**config.mk**
```make
export PLATFORM = sky130hd
export DESIGN_NAME = fetch_unit_top
export DESIGN_NICKNAME = d
export VERILOG_FILES = /design/src/verilog/fetch_pkg.sv /design/src/verilog/lru_arbiter.sv /design/src/verilog/sync_fifo.sv /design/src/verilog/fetch_predecoder.sv /design/src/verilog/instruction_cache.sv /design/src/verilog/instruction_fetch_stage.sv /design/src/verilog/fetch_unit_top.sv
export VERILOG_INCLUDE_DIRS = /design/src /design/src/include
export SDC_FILE = /design/constraint.sdc
export NUM_CORES = 2
export LEC_CHECK = 0
export BUFFER_PORTS_ARGS = -buffer_cell sky130_fd_sc_hd__buf_2
export CORE_ASPECT_RATIO = 0.8
export CORE_MARGIN = 8
export CORE_UTILIZATION = 60
export CTS_BUF_LIST = sky130_fd_sc_hd__clkbuf_4
export DETAILED_ROUTE_END_ITERATION = 7
export GPL_TIMING_DRIVEN = 0
export PLACE_DENSITY = 0.75
export SETUP_SLACK_MARGIN = 0.3
export SLEW_MARGIN = 20
export SYNTH_ARGS = -nofsm -noshare
export SYNTH_HDL_FRONTEND = slang
export SYNTH_HIERARCHICAL = 1
export SYNTH_SLANG_ARGS = --single-unit
```
**constraint.sdc**
```tcl
create_clock -name clk -period 11.4 [get_ports clk]
set_input_delay 2.28 -clock clk [delete_from_list [all_inputs] [get_ports clk]]
set_output_delay 2.28 -clock clk [all_outputs]
set_load 0.02 [all_outputs]
```
**src/include/fetch_defs.svh**
```systemverilog
////////////////////////////////////////////////////////////
// Fetch unit constants
// Strand count, queue depth, cache size and the multiply
// opcodes that mark long-latency arithmetic
////////////////////////////////////////////////////////////

`ifndef FETCH_DEFS_SVH
`define FETCH_DEFS_SVH

// Hardware strands sharing the fetch unit
`define FETCH_STRANDS 4
// Entries per strand instruction queue
`define FETCH_QUEUE_DEPTH 2
// One word per line, indexed by PC bits 5:2
`define FETCH_CACHE_LINES 16

// Integer multiply, format A and format B
`define FETCH_OP_IMUL_A 6'h07
`define FETCH_OP_IMUL_B 5'h07

`endif

```
**src/verilog/fetch_pkg.sv**
```systemverilog
////////////////////////////////////////////////////////////
// Fetch unit types
// Instruction words, addresses, strand numbers and the
// queue entry handed to the strand select stage
////////////////////////////////////////////////////////////

`include "fetch_defs.svh"

package fetch_pkg;

	// Instruction word, memory or decoded byte order
	typedef logic [31:0] word_t;

	// Byte address
	typedef logic [31:0] pc_t;

	typedef logic [$clog2(`FETCH_STRANDS)-1:0] strand_idx_t;

	// 66 bits, one instruction queue slot
	typedef struct packed
	{
		pc_t next_pc;
		word_t instruction;
		logic branch_predicted;
		logic long_latency;
	} fetch_entry_t;

endpackage

```
**src/verilog/lru_arbiter.sv**
```systemverilog
////////////////////////////////////////////////////////////
// Four-way least recently granted arbiter
// One-hot grant per cycle, priority moves past the winner
////////////////////////////////////////////////////////////
`timescale 1ns/10ps

module lru_arbiter
(
	input  logic clk,
	input  logic reset,
	input  logic [3:0] request_i,
	input  logic update_lru_i,
	output logic [3:0] grant_oh_o
);

	// Requester with first claim on the next grant
	logic [1:0] priority_q;
	logic [1:0] grant_idx;
	logic [1:0] candidate;

	always_comb
	begin
		grant_idx = priority_q;
		// Walk from the weakest position up so the strongest match wins
		for (int i = 3; i >= 0; i--)
		begin
			candidate = priority_q + 2'(i);
			if (request_i[candidate])
				grant_idx = candidate;
		end
		grant_oh_o = (request_i != 4'b0000) ? (4'b0001 << grant_idx) : 4'b0000;
	end

	always_ff @(posedge clk or posedge reset)
	begin
		if (reset)
			priority_q <= 2'd0;
		else if (update_lru_i && request_i != 4'b0000)
			priority_q <= grant_idx + 2'd1;
	end

endmodule

```
**src/verilog/sync_fifo.sv**
```systemverilog
////////////////////////////////////////////////////////////
// Small synchronous queue
// Circular buffer of any payload type with flush and
// full, almost-full and empty flags
////////////////////////////////////////////////////////////
`timescale 1ns/10ps

module sync_fifo
#(
	parameter type payload_t = fetch_pkg::fetch_entry_t,
	parameter int DEPTH = 2
)
(
	input  logic clk,
	input  logic reset,
	input  logic flush_i,
	input  logic enqueue_i,
	input  payload_t value_i,
	input  logic dequeue_i,
	output payload_t value_o,
	output logic full_o,
	output logic almost_full_o,
	output logic empty_o
);

	localparam int PTR_W = (DEPTH > 1) ? $clog2(DEPTH) : 1;
	localparam int COUNT_W = $clog2(DEPTH + 1);

	payload_t storage [DEPTH];
	logic [PTR_W-1:0] read_ptr_q;
	logic [PTR_W-1:0] write_ptr_q;
	logic [COUNT_W-1:0] count_q;
	logic do_enqueue;
	logic do_dequeue;

	function automatic logic [PTR_W-1:0] advance(input logic [PTR_W-1:0] ptr);
		if (ptr == PTR_W'(DEPTH - 1))
			return '0;
		return ptr + 1'b1;
	endfunction

	assign do_enqueue = enqueue_i && !full_o;
	assign do_dequeue = dequeue_i && !empty_o;

	assign full_o = count_q == COUNT_W'(DEPTH);
	assign almost_full_o = count_q == COUNT_W'(DEPTH - 1);
	assign empty_o = count_q == '0;
	// Oldest entry
	assign value_o = storage[read_ptr_q];

	always_ff @(posedge clk)
	begin
		if (do_enqueue)
			storage[write_ptr_q] <= value_i;
	end

	always_ff @(posedge clk or posedge reset)
	begin
		if (reset)
		begin
			read_ptr_q <= '0;
			write_ptr_q <= '0;
			count_q <= '0;
		end
		else if (flush_i)
		begin
			// Drops everything, including a write in this cycle
			read_ptr_q <= '0;
			write_ptr_q <= '0;
			count_q <= '0;
		end
		else
		begin
			if (do_enqueue)
				write_ptr_q <= advance(write_ptr_q);
			if (do_dequeue)
				read_ptr_q <= advance(read_ptr_q);
			if (do_enqueue && !do_dequeue)
				count_q <= count_q + 1'b1;
			else if (do_dequeue && !do_enqueue)
				count_q <= count_q - 1'b1;
		end
	end

endmodule

```
**src/verilog/fetch_predecoder.sv**
```systemverilog
////////////////////////////////////////////////////////////
// Fetch pre-decoder
// Byte-swaps the fetched word, predicts branches statically
// and flags long-latency arithmetic
////////////////////////////////////////////////////////////
`timescale 1ns/10ps
`include "fetch_defs.svh"

module fetch_predecoder
(
	input  fetch_pkg::word_t raw_word_i,
	input  fetch_pkg::pc_t pc_i,
	output fetch_pkg::fetch_entry_t entry_o,
	output fetch_pkg::pc_t target_pc_o
);
	import fetch_pkg::*;

	word_t swapped;
	pc_t sequential_pc;
	pc_t branch_offset;
	logic [2:0] branch_kind;
	logic is_branch;
	logic is_conditional;
	logic predicted_taken;
	logic long_latency;

	// First memory byte lands in bits 7:0
	assign swapped = {raw_word_i[7:0], raw_word_i[15:8], raw_word_i[23:16], raw_word_i[31:24]};
	assign sequential_pc = pc_i + 32'd4;

	assign is_branch = swapped[31:28] == 4'b1111;
	assign branch_kind = swapped[27:25];
	assign branch_offset = {{12{swapped[24]}}, swapped[24:5]};

	always_comb
	begin
		case (branch_kind)
			3'b000, 3'b001, 3'b010, 3'b101: is_conditional = 1'b1;
			default: is_conditional = 1'b0;
		endcase
	end

	// Always and call are taken, conditionals only when backward
	assign predicted_taken = is_branch && (branch_kind == 3'b011 || branch_kind == 3'b100
		|| (is_conditional && branch_offset[31]));

	always_comb
	begin
		if (swapped[31:29] == 3'b110)
			long_latency = swapped[28] || swapped[28:23] == `FETCH_OP_IMUL_A;
		else if (!swapped[31])
			long_latency = swapped[30:26] == `FETCH_OP_IMUL_B;
		else
			long_latency = 1'b0;
	end

	always_comb
	begin
		entry_o.next_pc = sequential_pc;
		entry_o.instruction = swapped;
		entry_o.branch_predicted = predicted_taken;
		entry_o.long_latency = long_latency;
	end

	assign target_pc_o = predicted_taken ? sequential_pc + branch_offset : sequential_pc;

endmodule

```
**src/verilog/instruction_cache.sv**
```systemverilog
////////////////////////////////////////////////////////////
// Instruction cache
// Direct mapped, one word per line, one outstanding fill
// that releases every strand which missed on that line
////////////////////////////////////////////////////////////
`timescale 1ns/10ps
`include "fetch_defs.svh"

module instruction_cache
(
	input  logic clk,
	input  logic reset,
	input  fetch_pkg::pc_t addr_i,
	input  logic request_i,
	input  fetch_pkg::strand_idx_t req_strand_i,
	output logic hit_o,
	output fetch_pkg::word_t data_o,
	output logic load_collision_o,
	output logic [3:0] load_complete_strands_o,
	output logic mem_read_o,
	output fetch_pkg::pc_t mem_addr_o,
	input  fetch_pkg::word_t mem_data_i,
	input  logic mem_valid_i
);
	import fetch_pkg::*;

	localparam int INDEX_W = $clog2(`FETCH_CACHE_LINES);
	localparam int TAG_W = 32 - INDEX_W - 2;

	word_t data_mem [`FETCH_CACHE_LINES];
	logic [TAG_W-1:0] tag_mem [`FETCH_CACHE_LINES];
	logic [`FETCH_CACHE_LINES-1:0] valid_q;

	// Fill in progress
	logic fill_pending_q;
	pc_t fill_addr_q;
	logic [`FETCH_STRANDS-1:0] fill_waiting_q;

	logic [INDEX_W-1:0] req_index;
	logic [TAG_W-1:0] req_tag;
	logic [INDEX_W-1:0] fill_index;
	logic [`FETCH_STRANDS-1:0] strand_bit;
	logic [`FETCH_STRANDS-1:0] complete_next;
	logic fill_done;
	logic lookup_hit;
	logic miss;
	logic same_line;
	logic start_fill;
	logic collision;
	logic dropped;

	assign req_index = addr_i[INDEX_W+1:2];
	assign req_tag = addr_i[31:INDEX_W+2];
	assign fill_index = fill_addr_q[INDEX_W+1:2];
	assign strand_bit = `FETCH_STRANDS'(1) << req_strand_i;
	assign fill_done = fill_pending_q && mem_valid_i;

	assign lookup_hit = request_i && valid_q[req_index] && tag_mem[req_index] == req_tag;
	assign miss = request_i && !lookup_hit;
	assign same_line = fill_pending_q && fill_addr_q[31:2] == addr_i[31:2];
	assign start_fill = miss && !fill_pending_q;
	assign collision = miss && same_line;
	// Fill busy on another line, strand retries later
	assign dropped = miss && fill_pending_q && !same_line;

	assign mem_read_o = fill_pending_q;
	assign mem_addr_o = fill_addr_q;

	// A dropped miss is released straight away so the strand never waits on it
	always_comb
	begin
		complete_next = strand_bit & {`FETCH_STRANDS{dropped}};
		if (fill_done)
			complete_next = complete_next | fill_waiting_q
				| (strand_bit & {`FETCH_STRANDS{collision}});
	end

	always_ff @(posedge clk)
	begin
		if (fill_done)
		begin
			data_mem[fill_index] <= mem_data_i;
			tag_mem[fill_index] <= fill_addr_q[31:INDEX_W+2];
		end
		if (start_fill)
			fill_addr_q <= {addr_i[31:2], 2'b00};
		data_o <= data_mem[req_index];
	end

	always_ff @(posedge clk or posedge reset)
	begin
		if (reset)
		begin
			valid_q <= '0;
			fill_pending_q <= 1'b0;
			fill_waiting_q <= '0;
			hit_o <= 1'b0;
			load_collision_o <= 1'b0;
			load_complete_strands_o <= '0;
		end
		else
		begin
			hit_o <= lookup_hit;
			load_collision_o <= collision;
			load_complete_strands_o <= complete_next;
			if (fill_done)
			begin
				valid_q[fill_index] <= 1'b1;
				fill_pending_q <= 1'b0;
				fill_waiting_q <= '0;
			end
			else if (start_fill)
			begin
				fill_pending_q <= 1'b1;
				fill_waiting_q <= strand_bit;
			end
			else if (collision)
				fill_waiting_q <= fill_waiting_q | strand_bit;
		end
	end

endmodule

```
**src/verilog/instruction_fetch_stage.sv**
```systemverilog
////////////////////////////////////////////////////////////
// Instruction fetch stage
// Keeps one PC and one instruction queue per strand, picks
// a strand for the cache each cycle and follows predictions
////////////////////////////////////////////////////////////
`timescale 1ns/10ps
`include "fetch_defs.svh"

module instruction_fetch_stage
(
	input  logic clk,
	input  logic reset,

	// Cache request and response
	output fetch_pkg::pc_t icache_addr_o,
	output logic icache_request_o,
	output fetch_pkg::strand_idx_t icache_req_strand_o,
	input  logic icache_hit_i,
	input  fetch_pkg::word_t icache_data_i,
	input  logic icache_load_collision_i,
	input  logic [`FETCH_STRANDS-1:0] icache_load_complete_strands_i,

	// Strand select side
	output fetch_pkg::word_t instruction_o [`FETCH_STRANDS],
	output logic instruction_valid_o [`FETCH_STRANDS],
	output fetch_pkg::pc_t pc_o [`FETCH_STRANDS],
	output logic branch_predicted_o [`FETCH_STRANDS],
	output logic long_latency_o [`FETCH_STRANDS],
	input  logic instruction_req_i [`FETCH_STRANDS],
	input  logic rollback_i [`FETCH_STRANDS],
	input  fetch_pkg::pc_t rollback_pc_i [`FETCH_STRANDS]
);
	import fetch_pkg::*;

	localparam int NUM_STRANDS = `FETCH_STRANDS;

	pc_t pc_q [NUM_STRANDS];
	pc_t pc_nxt [NUM_STRANDS];
	fetch_entry_t queue_head [NUM_STRANDS];

	// Strand whose response arrives this cycle
	logic [NUM_STRANDS-1:0] request_oh_q;
	logic [NUM_STRANDS-1:0] grant_oh;
	logic [NUM_STRANDS-1:0] wait_q;
	logic [NUM_STRANDS-1:0] wait_nxt;
	logic [NUM_STRANDS-1:0] miss_oh;
	logic [NUM_STRANDS-1:0] enqueue;
	logic [NUM_STRANDS-1:0] fetch_ready;
	logic [NUM_STRANDS-1:0] full;
	logic [NUM_STRANDS-1:0] almost_full;
	logic [NUM_STRANDS-1:0] empty;
	strand_idx_t last_strand;
	fetch_entry_t entry;
	pc_t target_pc;

	function automatic strand_idx_t oh_to_idx(input logic [NUM_STRANDS-1:0] oh);
		strand_idx_t idx;
		idx = '0;
		for (int i = 0; i < NUM_STRANDS; i++)
		begin
			if (oh[i])
				idx = strand_idx_t'(i);
		end
		return idx;
	endfunction

	assign enqueue = request_oh_q & {NUM_STRANDS{icache_hit_i}};

	// A collision waits on the fill already under way like a plain miss
	assign miss_oh = request_oh_q & {NUM_STRANDS{!icache_hit_i || icache_load_collision_i}};
	assign wait_nxt = (wait_q | miss_oh) & ~icache_load_complete_strands_i;

	// Leave room for the entry that lands this cycle
	assign fetch_ready = ~full & ~(almost_full & enqueue);

	lru_arbiter u_arbiter
	(
		.clk(clk),
		.reset(reset),
		.request_i(fetch_ready & ~wait_nxt),
		.update_lru_i(icache_request_o),
		.grant_oh_o(grant_oh)
	);

	assign icache_request_o = grant_oh != '0;
	assign icache_req_strand_o = oh_to_idx(grant_oh);
	// Next PC so a strand can fetch back to back
	assign icache_addr_o = pc_nxt[icache_req_strand_o];
	assign last_strand = oh_to_idx(request_oh_q);

	fetch_predecoder u_predecoder
	(
		.raw_word_i(icache_data_i),
		.pc_i(pc_q[last_strand]),
		.entry_o(entry),
		.target_pc_o(target_pc)
	);

	always_comb
	begin
		for (int i = 0; i < NUM_STRANDS; i++)
		begin
			if (rollback_i[i])
				pc_nxt[i] = rollback_pc_i[i];
			else if (enqueue[i])
				pc_nxt[i] = target_pc;
			else
				pc_nxt[i] = pc_q[i];
		end
	end

	always_ff @(posedge clk or posedge reset)
	begin
		if (reset)
		begin
			for (int i = 0; i < NUM_STRANDS; i++)
				pc_q[i] <= '0;
			request_oh_q <= '0;
			wait_q <= '0;
		end
		else
		begin
			pc_q <= pc_nxt;
			request_oh_q <= grant_oh;
			wait_q <= wait_nxt;
		end
	end

	for (genvar g = 0; g < NUM_STRANDS; g++)
	begin : g_strand
		sync_fifo
		#(
			.payload_t(fetch_entry_t),
			.DEPTH(`FETCH_QUEUE_DEPTH)
		)
		u_queue
		(
			.clk(clk),
			.reset(reset),
			.flush_i(rollback_i[g]),
			.enqueue_i(enqueue[g]),
			.value_i(entry),
			.dequeue_i(instruction_req_i[g] && !empty[g]),
			.value_o(queue_head[g]),
			.full_o(full[g]),
			.almost_full_o(almost_full[g]),
			.empty_o(empty[g])
		);

		assign instruction_o[g] = queue_head[g].instruction;
		assign pc_o[g] = queue_head[g].next_pc;
		assign branch_predicted_o[g] = queue_head[g].branch_predicted;
		assign long_latency_o[g] = queue_head[g].long_latency;
		assign instruction_valid_o[g] = !empty[g];
	end

endmodule

```
**src/verilog/fetch_unit_top.sv**
```systemverilog
////////////////////////////////////////////////////////////
// Fetch unit top level
// Fetch stage plus instruction cache, with the strand
// ports and the external memory port
////////////////////////////////////////////////////////////
`timescale 1ns/10ps
`include "fetch_defs.svh"

module fetch_unit_top
(
	input  logic clk,
	input  logic reset,

	output fetch_pkg::word_t instruction_o [`FETCH_STRANDS],
	output logic instruction_valid_o [`FETCH_STRANDS],
	output fetch_pkg::pc_t pc_o [`FETCH_STRANDS],
	output logic branch_predicted_o [`FETCH_STRANDS],
	output logic long_latency_o [`FETCH_STRANDS],
	input  logic instruction_req_i [`FETCH_STRANDS],
	input  logic rollback_i [`FETCH_STRANDS],
	input  fetch_pkg::pc_t rollback_pc_i [`FETCH_STRANDS],

	// External memory
	output logic mem_read_o,
	output fetch_pkg::pc_t mem_addr_o,
	input  fetch_pkg::word_t mem_data_i,
	input  logic mem_valid_i
);
	import fetch_pkg::*;

	pc_t icache_addr;
	logic icache_request;
	strand_idx_t icache_req_strand;
	logic icache_hit;
	word_t icache_data;
	logic icache_load_collision;
	logic [`FETCH_STRANDS-1:0] icache_load_complete_strands;

	instruction_fetch_stage u_fetch_stage
	(
		.clk(clk),
		.reset(reset),
		.icache_addr_o(icache_addr),
		.icache_request_o(icache_request),
		.icache_req_strand_o(icache_req_strand),
		.icache_hit_i(icache_hit),
		.icache_data_i(icache_data),
		.icache_load_collision_i(icache_load_collision),
		.icache_load_complete_strands_i(icache_load_complete_strands),
		.instruction_o(instruction_o),
		.instruction_valid_o(instruction_valid_o),
		.pc_o(pc_o),
		.branch_predicted_o(branch_predicted_o),
		.long_latency_o(long_latency_o),
		.instruction_req_i(instruction_req_i),
		.rollback_i(rollback_i),
		.rollback_pc_i(rollback_pc_i)
	);

	instruction_cache u_icache
	(
		.clk(clk),
		.reset(reset),
		.addr_i(icache_addr),
		.request_i(icache_request),
		.req_strand_i(icache_req_strand),
		.hit_o(icache_hit),
		.data_o(icache_data),
		.load_collision_o(icache_load_collision),
		.load_complete_strands_o(icache_load_complete_strands),
		.mem_read_o(mem_read_o),
		.mem_addr_o(mem_addr_o),
		.mem_data_i(mem_data_i),
		.mem_valid_i(mem_valid_i)
	);

endmodule

```
==> reports/qor.yml <==
status: "finished clean"
die_area_um2: 130800
die_w_um: 402.4
drt_iter0_drc: 5091
pwr-share-comb_pct: 47.8
syn_inst: 4146
finClkSkew_ns: 0.1037
finalHoldWorstSlack_ns: 0.4701
pre_cts_ws_ns: -0.02472
area_delta_synth_final_pct: 16.23
pin_count: 472
port_buffers: 469
cts_tree: "done"
startpoint_type: "flip-flop"
layout-drive-gt1-share_pct: 36.78
clockBufferDepth: 4
initial_core_util_pct: 60.40
hold_path.class: "reg2reg"
fmax_mhz: 92.00
routedWlPerCell_um: 29.96
crit_type: "reg2reg"
worst_slack_ns: 0.5308
end_kind: "flip-flop"
row_count: 113
min_period_ns: 10.87
power.density_nw_per_um2: 304.8
gr-total-overflow: 0
cts_sinks: 1699
crit_fanout: 30
place.gp.congestion: 0.9833
required_ns: 12.30
grt_pass1_wl_um: 300200
ant_nets: 0
final_cells: 7014
wl_met1_um: 81690
core-area_um2: 118600
post-route-period-util_pct: 95.34
grt_pass1_vias: 43870
p_leak_nw: 30.80
place_inst: 6268
avgSynthCellArea_um2: 17.28
post_cts_buffers: 0
ir_drop_mv: 0.1999
pwr-share-seq_pct: 33.0
slew_violations: 0
highest_layer: "met5"
route.detailed.drc: 0
crit_arrival_ns: 11.77
critical_path.most_common_cell: "buf_2"
met3WireLength_um: 24710
dr.pass1.iters: 8
cts_buffers: 411
dr_wl_met2_um: 95440
grt_start_max_net_pins: 102
rsz0062_at_grt: "no"
p_sw_share_pct: 40.20
dp_hpwl_um: 148000
nets: 5354
vias: 44210
placed_cell_area_um2: 77910
slowest_stage: "xnor2_1"
clk_pin_slew_ns: 0.08
max_stage_delay_ns: 0.95
hold_viol_final: 0
worst_pin_slew_ns: 1.215
clk_latency_ns: 1.31
ys_warn_count: 6
synth.cell_area_um2: 71650
htreeDepth: 5
avgViaCountPerCell: 6.303
p_switching_mw: 10.20
drt-total-wl_um: 210100
cts_root_buf: "clkbuf_4"
antenna_found_initial: 30
maxCapViolations: 0
die_y_um: 325.1
grt_use_total_pct: 31.36
internal_power_mw: 15.18
design_area_um2: 83270
clockPowerShare_pct: 19.3
setup_violations: 0
maxSlewHeadroom_pct: 17.93
[layout make-up]
type	instances	area (um2)
clock inverter	106	461.7
antenna	13	32.53
multi-input combinational	2099	20390
tap	1552	1942
inverter	84	322.8
sequential	1699	49790
fill	7711	35350
timing repair buffer	571	4113
buffer	265	1525
clock buffer	625	4692
[flip-flops by register name, indices dropped and copies added, names as in the netlist]
signal / flops
u_icache/hit_o: 1
u_fetch_stage/g_strand.u_queue/count_q: 8
u_icache/tag_mem: 416
u_icache/load_collision_o: 1
u_icache/load_complete_strands_o: 4
u_icache/mem_read_o: 1
u_icache/data_o: 32
u_fetch_stage/wait_q: 4
u_fetch_stage/g_strand.u_queue/storage: 528
u_fetch_stage/request_oh_q: 4
u_fetch_stage/g_strand.u_queue/read_ptr_q: 4
u_fetch_stage/u_arbiter/priority_q: 2
u_fetch_stage/g_strand.u_queue/write_ptr_q: 4
u_fetch_stage/pc_q: 128
u_icache/fill_waiting_q: 4
u_icache/mem_addr_o: 30
u_icache/valid_q: 16
u_icache/data_mem: 512
[critical path: cells and delay by family (launching register included)]
family | cells | cell delay, ns
compound gates | 12 | 3.37
simple gates | 8 | 2.58
buf+inv | 6 | 1.98
xor+xnor | 2 | 1.20
fa+ha+maj | 1 | 0.49
flops | 1 | 0.43
mux | 1 | 0.35
[power groups by stage]
stage | combinational (mW) | clock, mW | sequential (mW)
2_1_floorplan | 7.74 | 0 | 8.31
3_3_place_gp | 11.5 | 0 | 8.51
3_5_place_dp | 11.8 | 0 | 8.50
4_1_cts | 11.8 | 4.97 | 8.36
5_1_grt | 12.7 | 5.28 | 8.41
6_report | 12.1 | 4.89 | 8.37
[what timing repair did]
item                                    4_1_cts  5_1_grt
endpoints found under the setup margin       38       40
gates resized for setup                       2       15
endpoints found under the hold margin         0        0
hold buffers                                  0        0
[through the flow]
step | TNS, ns | utilization (%) | total power, mW
floorplan | 0 | - | 16.05
global placement | -415.09 | 64.02 | 20.01
detailed placement | -0.6819 | 65.68 | 20.29
CTS | 0 | 70.04 | 25.18
global route | 0 | 70.19 | 26.38
finish | 0 | 70.20 | 25.38
[cells in the final DEF, fill, tap and decap left out, types with 18 or more instances in the layout]
cell type     n
edfxtp_1   1486
clkbuf_4    625
buf_2       532
mux4_2      256
nand2_1     249
dfrtp_1     181
mux2i_1     161
mux2_2      158
mux2_4      120
o21ai_0     111
nor2_1      108
clkinv_1     96
a21oi_1      92
clkbuf_1     91
buf_4        80
inv_1        78
and3_1       65
xor2_1       54
a21boi_0     53
xnor2_1      53
ha_1         51
nand2b_1     43
buf_6        42
o31ai_1      32
a32oi_1      32
dfxtp_1      32
o21bai_1     31
buf_16       30
buf_12       28
nand3_1      27
o211ai_1     25
a211oi_1     24
or2_2        20
o21ai_1      18
o221a_1      18
[final timing paths]
check | from | slack, ns | cells after the start | end
min reg2reg | u_icache/valid_q[8] | 0.47 | 1 | u_icache/valid_q[8]
max reg2reg | u_fetch_stage/request_oh_q[2] | 0.53 | 30 | u_icache/mem_addr_o[7]
max | u_fetch_stage/request_oh_q[2] | 0.53 | 30 | u_icache/mem_addr_o[7]
max in group asynchronous | reset | 9.37 | 3 | u_fetch_stage/pc_q[48]
min in group asynchronous | reset | 1.06 | 2 | u_fetch_stage/u_arbiter/priority_q[1]
min | u_icache/valid_q[8] | 0.47 | 1 | u_icache/valid_q[8]
[routing by layer]
layer	up-vias	GRT usage, %
met2	2847	47.08
met4	12	12.40
met5	-	0
li1	18530	-
met3	479	9.255
met1	22350	43.54
(Power assumes the default switching activity.)
